==> config.mk <==
export PLATFORM = sky130hd
export DESIGN_NAME = singleCpu
export DESIGN_NICKNAME = d
export VERILOG_FILES = /design/src/rvIsaPkg.sv /design/src/cpuCtrlPkg.sv /design/src/aluUnit.sv /design/src/apbLoadStore.sv /design/src/cpuControl.sv /design/src/immGen.sv /design/src/pcUnit.sv /design/src/regFile.sv /design/src/singleCpu.sv
export SDC_FILE = /design/constraint.sdc
export NUM_CORES = 2
export LEC_CHECK = 0
export BUFFER_PORTS_ARGS = -buffer_cell sky130_fd_sc_hd__buf_2
export CORE_MARGIN = 2
export CORE_UTILIZATION = 45
export DETAILED_ROUTE_END_ITERATION = 12
export HOLD_SLACK_MARGIN = 0.12
export PLACE_DENSITY = 0.62
export SYNTH_ARGS = -nofsm -noshare
export SYNTH_HDL_FRONTEND = slang
export SYNTH_SLANG_ARGS = --single-unit
==> constraint.sdc <==
create_clock -name CLK -period 11.41 [get_ports CLK]
set_input_delay 1.7115 -clock CLK [delete_from_list [all_inputs] [get_ports CLK]]
set_output_delay 1.7115 -clock CLK [all_outputs]
set_load 0.005 [all_outputs]
==> src/rvIsaPkg.sv <==
package rvIsaPkg;

    typedef logic [31:0] word_t;    // Data, address and instruction word
    typedef logic [4:0]  regAddr_t; // Register index
    typedef logic [6:0]  opcode_t;
    typedef logic [2:0]  funct3_t;

    // Major opcodes of the supported subset
    localparam opcode_t opcLui    = 7'b0110111;
    localparam opcode_t opcAuipc  = 7'b0010111;
    localparam opcode_t opcJal    = 7'b1101111;
    localparam opcode_t opcJalr   = 7'b1100111;
    localparam opcode_t opcBranch = 7'b1100011;
    localparam opcode_t opcLoad   = 7'b0000011;
    localparam opcode_t opcStore  = 7'b0100011;
    localparam opcode_t opcOpImm  = 7'b0010011;
    localparam opcode_t opcOp     = 7'b0110011;

    // Branch conditions
    localparam funct3_t f3Beq  = 3'b000;
    localparam funct3_t f3Bne  = 3'b001;
    localparam funct3_t f3Blt  = 3'b100;
    localparam funct3_t f3Bge  = 3'b101;
    localparam funct3_t f3Bltu = 3'b110;
    localparam funct3_t f3Bgeu = 3'b111;

    // OP and OP-IMM group
    localparam funct3_t f3Add  = 3'b000; // Also SUB on OP with bit 30
    localparam funct3_t f3Sll  = 3'b001;
    localparam funct3_t f3Slt  = 3'b010;
    localparam funct3_t f3Sltu = 3'b011;
    localparam funct3_t f3Xor  = 3'b100;
    localparam funct3_t f3Sr   = 3'b101; // SRL or SRA by bit 30
    localparam funct3_t f3Or   = 3'b110;
    localparam funct3_t f3And  = 3'b111;

    localparam word_t nopInstr = 32'h0000_0013; // addi x0, x0, 0

endpackage

==> src/cpuCtrlPkg.sv <==
package cpuCtrlPkg;

    typedef enum logic [3:0] {
        aluAdd,
        aluSub,
        aluSll,
        aluSlt,
        aluSltu,
        aluXor,
        aluSrl,
        aluSra,
        aluOr,
        aluAnd,
        aluPassB   // LUI
    } aluOp_t;

    typedef enum logic [1:0] {aSelRs1, aSelPc, aSelZero} aSel_t;

    typedef enum logic {bSelRs2, bSelImm} bSel_t;

    typedef enum logic [2:0] {immI, immS, immB, immU, immJ} immFmt_t;

    typedef enum logic [1:0] {wbAlu, wbPc4, wbMem} wbSel_t;

    // Branch and JAL share the PC-relative target
    typedef enum logic [1:0] {pcSeq, pcTarget, pcJalr} pcSel_t;

    // Stall states of a load or store
    typedef enum logic [1:0] {memIdle, memSetup, memAccess} memState_t;

endpackage

==> src/aluUnit.sv <==
module aluUnit (
    input  rvIsaPkg::word_t    opA,
    input  rvIsaPkg::word_t    opB,
    input  cpuCtrlPkg::aluOp_t aluOp,
    input  rvIsaPkg::funct3_t  funct3,
    output rvIsaPkg::word_t    result,
    output logic               branchTaken
);
    import rvIsaPkg::*;
    import cpuCtrlPkg::*;

    logic [4:0] shamt;
    logic       eq, lt, ltu;

    assign shamt = opB[4:0];
    assign eq    = (opA == opB);
    assign lt    = ($signed(opA) < $signed(opB));
    assign ltu   = (opA < opB);

    always_comb begin
        case (aluOp)
            aluSub:   result = opA - opB;
            aluSll:   result = opA << shamt;
            aluSlt:   result = {31'b0, lt};
            aluSltu:  result = {31'b0, ltu};
            aluXor:   result = opA ^ opB;
            aluSrl:   result = opA >> shamt;
            aluSra:   result = word_t'($signed(opA) >>> shamt);
            aluOr:    result = opA | opB;
            aluAnd:   result = opA & opB;
            aluPassB: result = opB;
            default:  result = opA + opB; // ADD, address and link arithmetic
        endcase
    end

    // Only looked at by the control for branch opcodes
    always_comb begin
        case (funct3)
            f3Beq:   branchTaken = eq;
            f3Bne:   branchTaken = !eq;
            f3Blt:   branchTaken = lt;
            f3Bge:   branchTaken = !lt;
            f3Bltu:  branchTaken = ltu;
            f3Bgeu:  branchTaken = !ltu;
            default: branchTaken = 1'b0;
        endcase
    end

endmodule

==> src/apbLoadStore.sv <==
module apbLoadStore (
    input  logic            CLK,
    input  logic            RST,
    input  logic            memRead,
    input  logic            memWrite,
    input  rvIsaPkg::word_t addr,
    input  rvIsaPkg::word_t wdata,
    output rvIsaPkg::word_t paddr,
    output rvIsaPkg::word_t pwdata,
    output logic            pwrite,
    output logic            psel,
    output logic            penable,
    input  rvIsaPkg::word_t prdata,
    input  logic            pready,
    output rvIsaPkg::word_t loadData,
    output logic            done
);
    import rvIsaPkg::*;
    import cpuCtrlPkg::*;

    memState_t state;
    word_t     addrReg;
    word_t     dataReg;
    logic      writeReg;
    logic      start;

    assign start = (state == memIdle) && (memRead || memWrite);

    always_ff @(posedge CLK) begin
        if (RST) begin
            state <= memIdle;
        end else begin
            case (state)
                memIdle:   if (memRead || memWrite) state <= memSetup;
                memSetup:  state <= memAccess;
                memAccess: if (pready) state <= memIdle; // Wait states
                default:   state <= memIdle;
            endcase
        end
    end

    // Held stable from SETUP through the end of ACCESS
    always_ff @(posedge CLK) begin
        if (start) begin
            addrReg  <= addr;
            dataReg  <= wdata;
            writeReg <= memWrite;
        end
    end

    assign paddr    = addrReg;
    assign pwdata   = dataReg;
    assign pwrite   = writeReg;
    assign psel     = (state != memIdle);
    assign penable  = (state == memAccess);
    assign done     = (state == memAccess) && pready;
    assign loadData = prdata; // Valid together with done

endmodule

==> src/cpuControl.sv <==
module cpuControl (
    input  logic                CLK,
    input  logic                RST,
    input  rvIsaPkg::word_t     instr,
    input  logic                branchTaken,
    input  logic                apbDone,
    output cpuCtrlPkg::aSel_t   aSel,
    output cpuCtrlPkg::bSel_t   bSel,
    output cpuCtrlPkg::immFmt_t immFmt,
    output cpuCtrlPkg::wbSel_t  wbSel,
    output cpuCtrlPkg::pcSel_t  pcSel,
    output cpuCtrlPkg::aluOp_t  aluOp,
    output logic                regWe,
    output logic                memRead,
    output logic                memWrite,
    output logic                pcEn,
    output logic                retireValid
);
    import rvIsaPkg::*;
    import cpuCtrlPkg::*;

    opcode_t   opcode;
    funct3_t   funct3;
    logic      alt;           // Instruction bit 30
    logic      isLoad, isStore, isBranch, isJal, isJalr;
    logic      writesRd;
    logic      complete;
    memState_t memState, memNext;

    // ALU operation of the OP and OP-IMM group
    function automatic aluOp_t aluDecode(funct3_t f3, logic altBit, logic isReg);
        case (f3)
            f3Add:   return (isReg && altBit) ? aluSub : aluAdd; // No SUBI
            f3Sll:   return aluSll;
            f3Slt:   return aluSlt;
            f3Sltu:  return aluSltu;
            f3Xor:   return aluXor;
            f3Sr:    return altBit ? aluSra : aluSrl;
            f3Or:    return aluOr;
            f3And:   return aluAnd;
            default: return aluAdd;
        endcase
    endfunction

    assign opcode = instr[6:0];
    assign funct3 = instr[14:12];
    assign alt    = instr[30];

    always_comb begin
        aSel     = aSelRs1;
        bSel     = bSelRs2;
        immFmt   = immI;
        wbSel    = wbAlu;
        aluOp    = aluAdd;
        writesRd = 1'b0;
        isLoad   = 1'b0;
        isStore  = 1'b0;
        isBranch = 1'b0;
        isJal    = 1'b0;
        isJalr   = 1'b0;
        case (opcode)
            opcLui: begin
                aSel = aSelZero; bSel = bSelImm; immFmt = immU;
                aluOp = aluPassB; writesRd = 1'b1;
            end
            opcAuipc: begin
                aSel = aSelPc; bSel = bSelImm; immFmt = immU; writesRd = 1'b1;
            end
            opcJal: begin
                immFmt = immJ; wbSel = wbPc4; writesRd = 1'b1; isJal = 1'b1;
            end
            opcJalr: begin
                bSel = bSelImm; wbSel = wbPc4; writesRd = 1'b1; isJalr = 1'b1;
            end
            opcBranch: begin
                immFmt = immB; aluOp = aluSub; isBranch = 1'b1; // rs1 against rs2
            end
            opcLoad: begin
                bSel = bSelImm; wbSel = wbMem; writesRd = 1'b1; isLoad = 1'b1;
            end
            opcStore: begin
                bSel = bSelImm; immFmt = immS; isStore = 1'b1;
            end
            opcOpImm: begin
                bSel = bSelImm; aluOp = aluDecode(funct3, alt, 1'b0); writesRd = 1'b1;
            end
            opcOp: begin
                aluOp = aluDecode(funct3, alt, 1'b1); writesRd = 1'b1;
            end
            default: ; // Anything else retires as a no-op
        endcase
    end

    always_ff @(posedge CLK) begin
        if (RST) begin
            memState <= memIdle;
        end else begin
            memState <= memNext;
        end
    end

    always_comb begin
        memNext = memState;
        case (memState)
            memIdle:   if (isLoad || isStore) memNext = memSetup;
            memSetup:  memNext = memAccess;
            memAccess: if (apbDone) memNext = memIdle;
            default:   memNext = memIdle;
        endcase
    end

    // Request strobe only in the fetch cycle of a load or store
    assign memRead  = isLoad && (memState == memIdle);
    assign memWrite = isStore && (memState == memIdle);

    assign complete    = (isLoad || isStore) ? (memState == memAccess && apbDone) : 1'b1;
    assign pcEn        = complete;
    assign regWe       = writesRd && complete;
    assign retireValid = complete && !RST; // Quiet while in reset

    always_comb begin
        if (isJal || (isBranch && branchTaken)) begin
            pcSel = pcTarget;
        end else if (isJalr) begin
            pcSel = pcJalr;
        end else begin
            pcSel = pcSeq;
        end
    end

endmodule

==> src/immGen.sv <==
module immGen (
    input  rvIsaPkg::word_t     instr,
    input  cpuCtrlPkg::immFmt_t immFmt,
    output rvIsaPkg::word_t     imm
);
    import cpuCtrlPkg::*;

    logic sign;

    assign sign = instr[31];

    always_comb begin
        case (immFmt)
            immS: imm = {{20{sign}}, instr[31:25], instr[11:7]};
            immB: imm = {{19{sign}}, instr[31], instr[7], instr[30:25], instr[11:8], 1'b0};
            immU: imm = {instr[31:12], 12'b0};
            immJ: begin
                imm = {{11{sign}}, instr[31], instr[19:12], instr[20], instr[30:21], 1'b0};
            end
            default: imm = {{20{sign}}, instr[31:20]}; // I format
        endcase
    end

endmodule

==> src/pcUnit.sv <==
module pcUnit #(
    parameter rvIsaPkg::word_t resetAddr = '0
) (
    input  logic               CLK,
    input  logic               RST,
    input  logic               pcEn,
    input  cpuCtrlPkg::pcSel_t pcSel,
    input  rvIsaPkg::word_t    imm,
    input  rvIsaPkg::word_t    aluResult,
    output rvIsaPkg::word_t    pc,
    output rvIsaPkg::word_t    pcPlus4
);
    import rvIsaPkg::*;
    import cpuCtrlPkg::*;

    word_t target;   // Branch and JAL target
    word_t nextPc;

    assign pcPlus4 = pc + 32'd4;
    assign target  = pc + imm;

    always_comb begin
        case (pcSel)
            pcTarget: nextPc = target;
            pcJalr:   nextPc = {aluResult[31:1], 1'b0}; // rs1 + imm, bit 0 cleared
            default:  nextPc = pcPlus4;
        endcase
    end

    always_ff @(posedge CLK) begin
        if (RST) begin
            pc <= resetAddr;
        end else if (pcEn) begin
            pc <= nextPc;
        end
    end

endmodule

==> src/regFile.sv <==
module regFile (
    input  logic               CLK,
    input  logic               RST,
    input  rvIsaPkg::regAddr_t rs1,
    input  rvIsaPkg::regAddr_t rs2,
    input  rvIsaPkg::regAddr_t rd,
    input  logic               we,
    input  rvIsaPkg::word_t    wd,
    output rvIsaPkg::word_t    rd1,
    output rvIsaPkg::word_t    rd2
);
    import rvIsaPkg::*;

    word_t regs [0:31];

    // Asynchronous read ports
    assign rd1 = regs[rs1];
    assign rd2 = regs[rs2];

    always_ff @(posedge CLK) begin
        if (RST) begin
            for (int i = 0; i < 32; i++) begin
                regs[i] <= '0;
            end
        end else if (we && (rd != '0)) begin
            regs[rd] <= wd; // x0 stays zero
        end
    end

endmodule

==> src/singleCpu.sv <==
module singleCpu #(
    parameter rvIsaPkg::word_t resetAddr = '0
) (
    input  logic               CLK,
    input  logic               RST,
    // Instruction fetch
    output rvIsaPkg::word_t    imemAddr,
    input  rvIsaPkg::word_t    imemData,
    // APB master
    output rvIsaPkg::word_t    paddr,
    output logic               pwrite,
    output logic               psel,
    output logic               penable,
    output rvIsaPkg::word_t    pwdata,
    input  rvIsaPkg::word_t    prdata,
    input  logic               pready,
    // Retire trace
    output logic               retireValid,
    output rvIsaPkg::word_t    retirePc,
    output rvIsaPkg::regAddr_t retireRd,
    output logic               retireWe,
    output rvIsaPkg::word_t    retireData
);
    import rvIsaPkg::*;
    import cpuCtrlPkg::*;

    word_t     pc, pcPlus4, imm;
    word_t     rd1, rd2;
    word_t     opA, opB, aluResult;
    word_t     loadData, wbData;
    aSel_t     aSel;
    bSel_t     bSel;
    immFmt_t   immFmt;
    wbSel_t    wbSel;
    pcSel_t    pcSel;
    aluOp_t    aluOp;
    logic      regWe, memRead, memWrite, pcEn;
    logic      branchTaken, apbDone;

    cpuControl cpuControl_i (
        .CLK(CLK), .RST(RST), .instr(imemData), .branchTaken(branchTaken), .apbDone(apbDone),
        .aSel(aSel), .bSel(bSel), .immFmt(immFmt), .wbSel(wbSel), .pcSel(pcSel),
        .aluOp(aluOp), .regWe(regWe), .memRead(memRead), .memWrite(memWrite),
        .pcEn(pcEn), .retireValid(retireValid)
    );

    pcUnit #(.resetAddr(resetAddr)) pcUnit_i (
        .CLK(CLK), .RST(RST), .pcEn(pcEn), .pcSel(pcSel), .imm(imm),
        .aluResult(aluResult), .pc(pc), .pcPlus4(pcPlus4)
    );

    regFile regFile_i (
        .CLK(CLK), .RST(RST), .rs1(imemData[19:15]), .rs2(imemData[24:20]),
        .rd(imemData[11:7]), .we(regWe), .wd(wbData), .rd1(rd1), .rd2(rd2)
    );

    immGen immGen_i (.instr(imemData), .immFmt(immFmt), .imm(imm));

    aluUnit aluUnit_i (
        .opA(opA), .opB(opB), .aluOp(aluOp), .funct3(imemData[14:12]),
        .result(aluResult), .branchTaken(branchTaken)
    );

    apbLoadStore apbLoadStore_i (
        .CLK(CLK), .RST(RST), .memRead(memRead), .memWrite(memWrite),
        .addr(aluResult), .wdata(rd2), .paddr(paddr), .pwdata(pwdata), .pwrite(pwrite),
        .psel(psel), .penable(penable), .prdata(prdata), .pready(pready),
        .loadData(loadData), .done(apbDone)
    );

    // Operand and writeback selection
    always_comb begin
        case (aSel)
            aSelPc:   opA = pc;
            aSelZero: opA = '0;
            default:  opA = rd1;
        endcase
        opB = (bSel == bSelImm) ? imm : rd2;
        case (wbSel)
            wbPc4:   wbData = pcPlus4; // Link value
            wbMem:   wbData = loadData;
            default: wbData = aluResult;
        endcase
    end

    assign imemAddr   = pc;
    assign retirePc   = pc;
    assign retireRd   = imemData[11:7];
    assign retireWe   = regWe;
    assign retireData = wbData;

endmodule

==> summary.md <==
| Metric | Value |
|---|---|
| Post-synth top area share | `46.3%` |
| Post-synth EDFFs | `between 1000 and 1500` |
| Finish-stage setup viols | `0` |
| Antenna-violating nets left | `0` |
| P&R area growth vs syn | `10.8%` |
| Finished Cell Area | `~0.078 mm²` |
| Largest net degree at the start of global routing | `90` |
| GP Congestion | `~1.1` |
| Met1 Usage GRT | `about 49%` |
| GRT Util Overall | `roughly two fifths` |
| Layout cells sized above 1 | `roughly a fifth` |
| Sink Count | `between 1000 and 1500` |
| Synth area leader | `edfxtp_1` |
| Die area | `~0.16 mm²` |
| Crit. End Element | `output port` |
| Starting DRC count in detailed routing | `~8500` |
| Reg2reg path depth | `19` |
| Power Total | `12.6 mW` |
| CP startpoint | `imemData[3]` |
| Sequential fraction of the synthesis area | `a little under half` |
| Worst-Margin Slew | `approximately 1.5 ns` |
| Setup CP Type | `in2out` |
| Initial antenna violation count | `24` |
| Status | `finished, violations left` |
| Distinct cells, synth | `110` |
| Crit path to | `retireData[31]` |
| Ys flop type | `edfxtp_1` |
| FF+latch count, synth | `approximately 1100` |
| CTS Buf Count | `121` |
| Max-cap violations | `1` |
| Final Hold Viols | `0` |
| Slew Viols, Final | `1` |
| Post-synthesis instance total | `a little over 6000` |
| Rows | `around 150` |
| Boundary Pins | `between 200 and 250` |
| H-tree levels | `3` |
| Die Ht | `between 400 and 500 µm` |
| Final layout net count | `roughly 6500` |
| Via count | `around 60000` |
| Met2 usage | `approximately 62%` |
| Post-CTS resize count | `0` |
| DR DRC count | `0` |
| Worst hold path type | `reg2reg` |
| Drt wl/cell | `around 38 µm` |
| Crit path DAT | `around 9.5 ns` |
| Unrepaired setup endpoints after global routing | `false` |
| LEAKAGE | `around 30 nW` |
| Setup TNS | `0 ns` |
| F_max | `roughly 89 MHz` |
| Dpl hpwl | `220000 µm` |
| CTS tree | `built` |
| Final WL | `roughly 320000 µm` |
| Port bufs | `between 200 and 250` |
| Synthesized area per cell | `between 10 and 15 µm²` |
| Final hold slack | `~0.54 ns` |
| Commonest non-fill, non-tap cells in the layout | `nor2_1 (1102), edfxtp_1 (1089), mux2i_1 (614)` |
| Pre-antenna DRT Iters | `9` |
| Min Tclk post-route | `between 10 and 15 ns` |
| Vias per inst | `just under 7` |
| Initial cell density of the core | `between 40 and 50%` |
| GR Util met3 | `10.0%` |
| Clock Pin Slew Worst Setup and Hold Paths | `around 0.06 ns` |
| Pwr dens | `between 150 and 200 mW/mm²` |
| Slew HR | `-0.116%` |
| Setup Skew | `0.0738 ns` |
| Core area | `0.156 mm²` |
| Max VDD drop | `0.132 mV` |
| Grt ovf | `0` |
| Startpoint Class | `input port` |
| YS warnings | `0` |
| Multi-input logic area | `approximately 0.034 mm²` |
| Reg2reg start | `regFile_i.regs[24][3]$_SDFFCE_PN0P_` |
| Hold_buf cts | `0` |
| Commonest non-fill, non-tap cell in the layout | `nor2_1` |
| WP data required | `just under 10 ns` |
| Mapped Area | `between 0.07 and 0.08 mm²` |
| Maximum buffer depth of the clock tree | `3` |
| Fill cell count | `~14000` |
| Seq. cell area | `between 0.03 and 0.04 mm²` |
| Tcrit/Tclk final | `between 90% and 100%` |
| Vias in the first global route | `56200` |
| Setup Buffers After CTS | `0` |
| Root Buffer | `clkbuf_16` |
| Critical path peak fanout | `9` |
| Post-DP Area | `0.0740 mm²` |
| Clk_lat worst skew | `0.79 ns` |
| Synth async-reset ratio | `0%` |
| R2R Path End | `regFile_i.regs[1][31]$_SDFFCE_PN0P_` |
| Global-route wire length before repair | `~440000 µm` |
| GR peak layer | `met2` |
| Die Wd | `400 µm` |
| Reg2Reg Setup Slack | `slightly above 4 ns` |
| Synth top area cells | `edfxtp_1 (46%), mux4_2 (10%), mux2i_1 (8.7%)` |
| Failing checks | `max-capacitance violations, max-slew violations` |
-- state kept, by name (all words and copies together) (netlist names) --
signal                 flops
apbLoadStore_i.pwrite      1
apbLoadStore_i.state       2
regFile_i.regs          1024
cpuControl_i.memState      2
pcUnit_i.pc               32
apbLoadStore_i.pwdata     32
apbLoadStore_i.paddr      32
-- how the worst min path moves through the flow --
stage                                           from                                    end  slack (ns)  cells after the start
4_1_cts         apbLoadStore_i.state[1]$_SDFFE_PP0P_   apbLoadStore_i.state[1]$_SDFFE_PP0P_        0.54                      2
5_1_grt        cpuControl_i.memState[0]$_SDFFE_PP0P_  cpuControl_i.memState[1]$_SDFFE_PP0P_        0.57                      2
6_report       cpuControl_i.memState[0]$_SDFFE_PP0P_  cpuControl_i.memState[1]$_SDFFE_PP0P_        0.54                      2
2_1_floorplan   apbLoadStore_i.state[1]$_SDFFE_PP0P_   apbLoadStore_i.state[1]$_SDFFE_PP0P_        0.50                      2
3_3_place_gp    apbLoadStore_i.state[0]$_SDFFE_PP0P_   apbLoadStore_i.state[1]$_SDFFE_PP0P_        0.50                      2
3_5_place_dp    apbLoadStore_i.state[1]$_SDFFE_PP0P_   apbLoadStore_i.state[1]$_SDFFE_PP0P_        0.52                      2
-- critical path, stage by stage --
cell and delay [ns]:
buf_2 0.14, nand3b_1 0.30, nor2_1 0.24, and2_1 0.34, inv_1 0.08, ha_1 0.29, xnor2_1 1.19, nor2b_1 0.34
a21o_1 0.29, mux2i_1 0.33, inv_1 0.10, ha_1 0.37, buf_4 0.19, inv_1 0.14, a21oi_1 0.13, o21ba_2 0.22
o31ai_1 0.45, o2111ai_1 0.26, a2111oi_0 0.58, o21ai_0 0.15, nand3b_1 0.23, o2111ai_1 0.28, o31ai_4 0.64, buf_4 0.27
inv_1 0.05, buf_2 0.12
-- routing by layer --
layer | vias to the layer above | part of all wire, %
li1 | 23700 | -
met1 | 29300 | 35
met2 | 4303 | 45
met3 | 1068 | 11
met4 | 24 | 8.3
met5 | - | 0.052
-- stage by stage --
| stage | util (%) | std cells | setup slack [ns] |
|---|---|---|---|
| final | 50.1 | 8479 | 0.224 |
| after global routing | 50.1 | 8472 | 0.0995 |
| after CTS | 50.1 | 8471 | 0.665 |
| after detailed placement | 47.5 | 8241 | 0.717 |
| after global placement | 47.5 | 8241 | 0.678 |
| after floorplan | - | 6243 | 1.69 |
-- area by class of cell --
cell class / count / area share (%)
Antenna cell: 8 / 0.0256
Timing Repair Buffer: 546 / 4.75
Clock buffer: 136 / 4.00
Tap cell: 2058 / 3.29
Sequential cell: 1125 / 42.7
Inverter: 162 / 0.778
Multi-Input combinational cell: 4350 / 43.1
Clock inverter: 94 / 1.29
-- power breakdown --
part / switching (mW) / total, mW / internal (mW)
Sequential: 0.0838 / 4.76 / 4.68
Combinational: 2.69 / 3.74 / 1.04
Clock: 1.79 / 4.15 / 2.36
-- synth_stat cells (10+ instances only) --
cell       count
xor2_1        27
nor2b_1       63
a21oi_1      271
nand4_1       17
a221o_1       26
o21bai_1      28
a221oi_1      60
a21o_1        65
ha_1         134
o22ai_1       47
nor4_1        11
inv_1        149
nor2_1      1104
buf_2        138
or2_2         12
or3_1         13
and2_1        25
a41oi_1       23
nor3_1        57
a22oi_1      202
dfxtp_1       36
buf_4        111
nand3_1      126
o21a_1        15
a22o_1        36
xnor2_1       62
o211ai_1      30
inv_2         10
o31ai_1       14
and3_1        54
mux4_2       326
a31oi_1       66
nand2b_1      55
buf_1         29
edfxtp_1    1089
o21ai_0      149
nand2_1      271
mux2i_1      615
a2111oi_0     29
clkbuf_1     270
a211oi_1      62
mux2_2        26
o221ai_1      18
buf_6         56
-- logic make-up (layout without fill, tap and decap cells) --
group	Yosys count	count (layout)	share of synthesized area, %
AO/OA/AOI/OAI	1278	1278	12.7
XOR/XNOR	89	89	1.10
adder cells (fa/ha/maj)	137	137	2.46
buffers and inverters	768	938	5.55
flip-flops	1125	1125	47.3
multiplexers	969	969	19.6
other	1	40	0.00531
AND/OR/NAND/NOR	1845	1845	11.2
(Power assumes the default switching activity.)
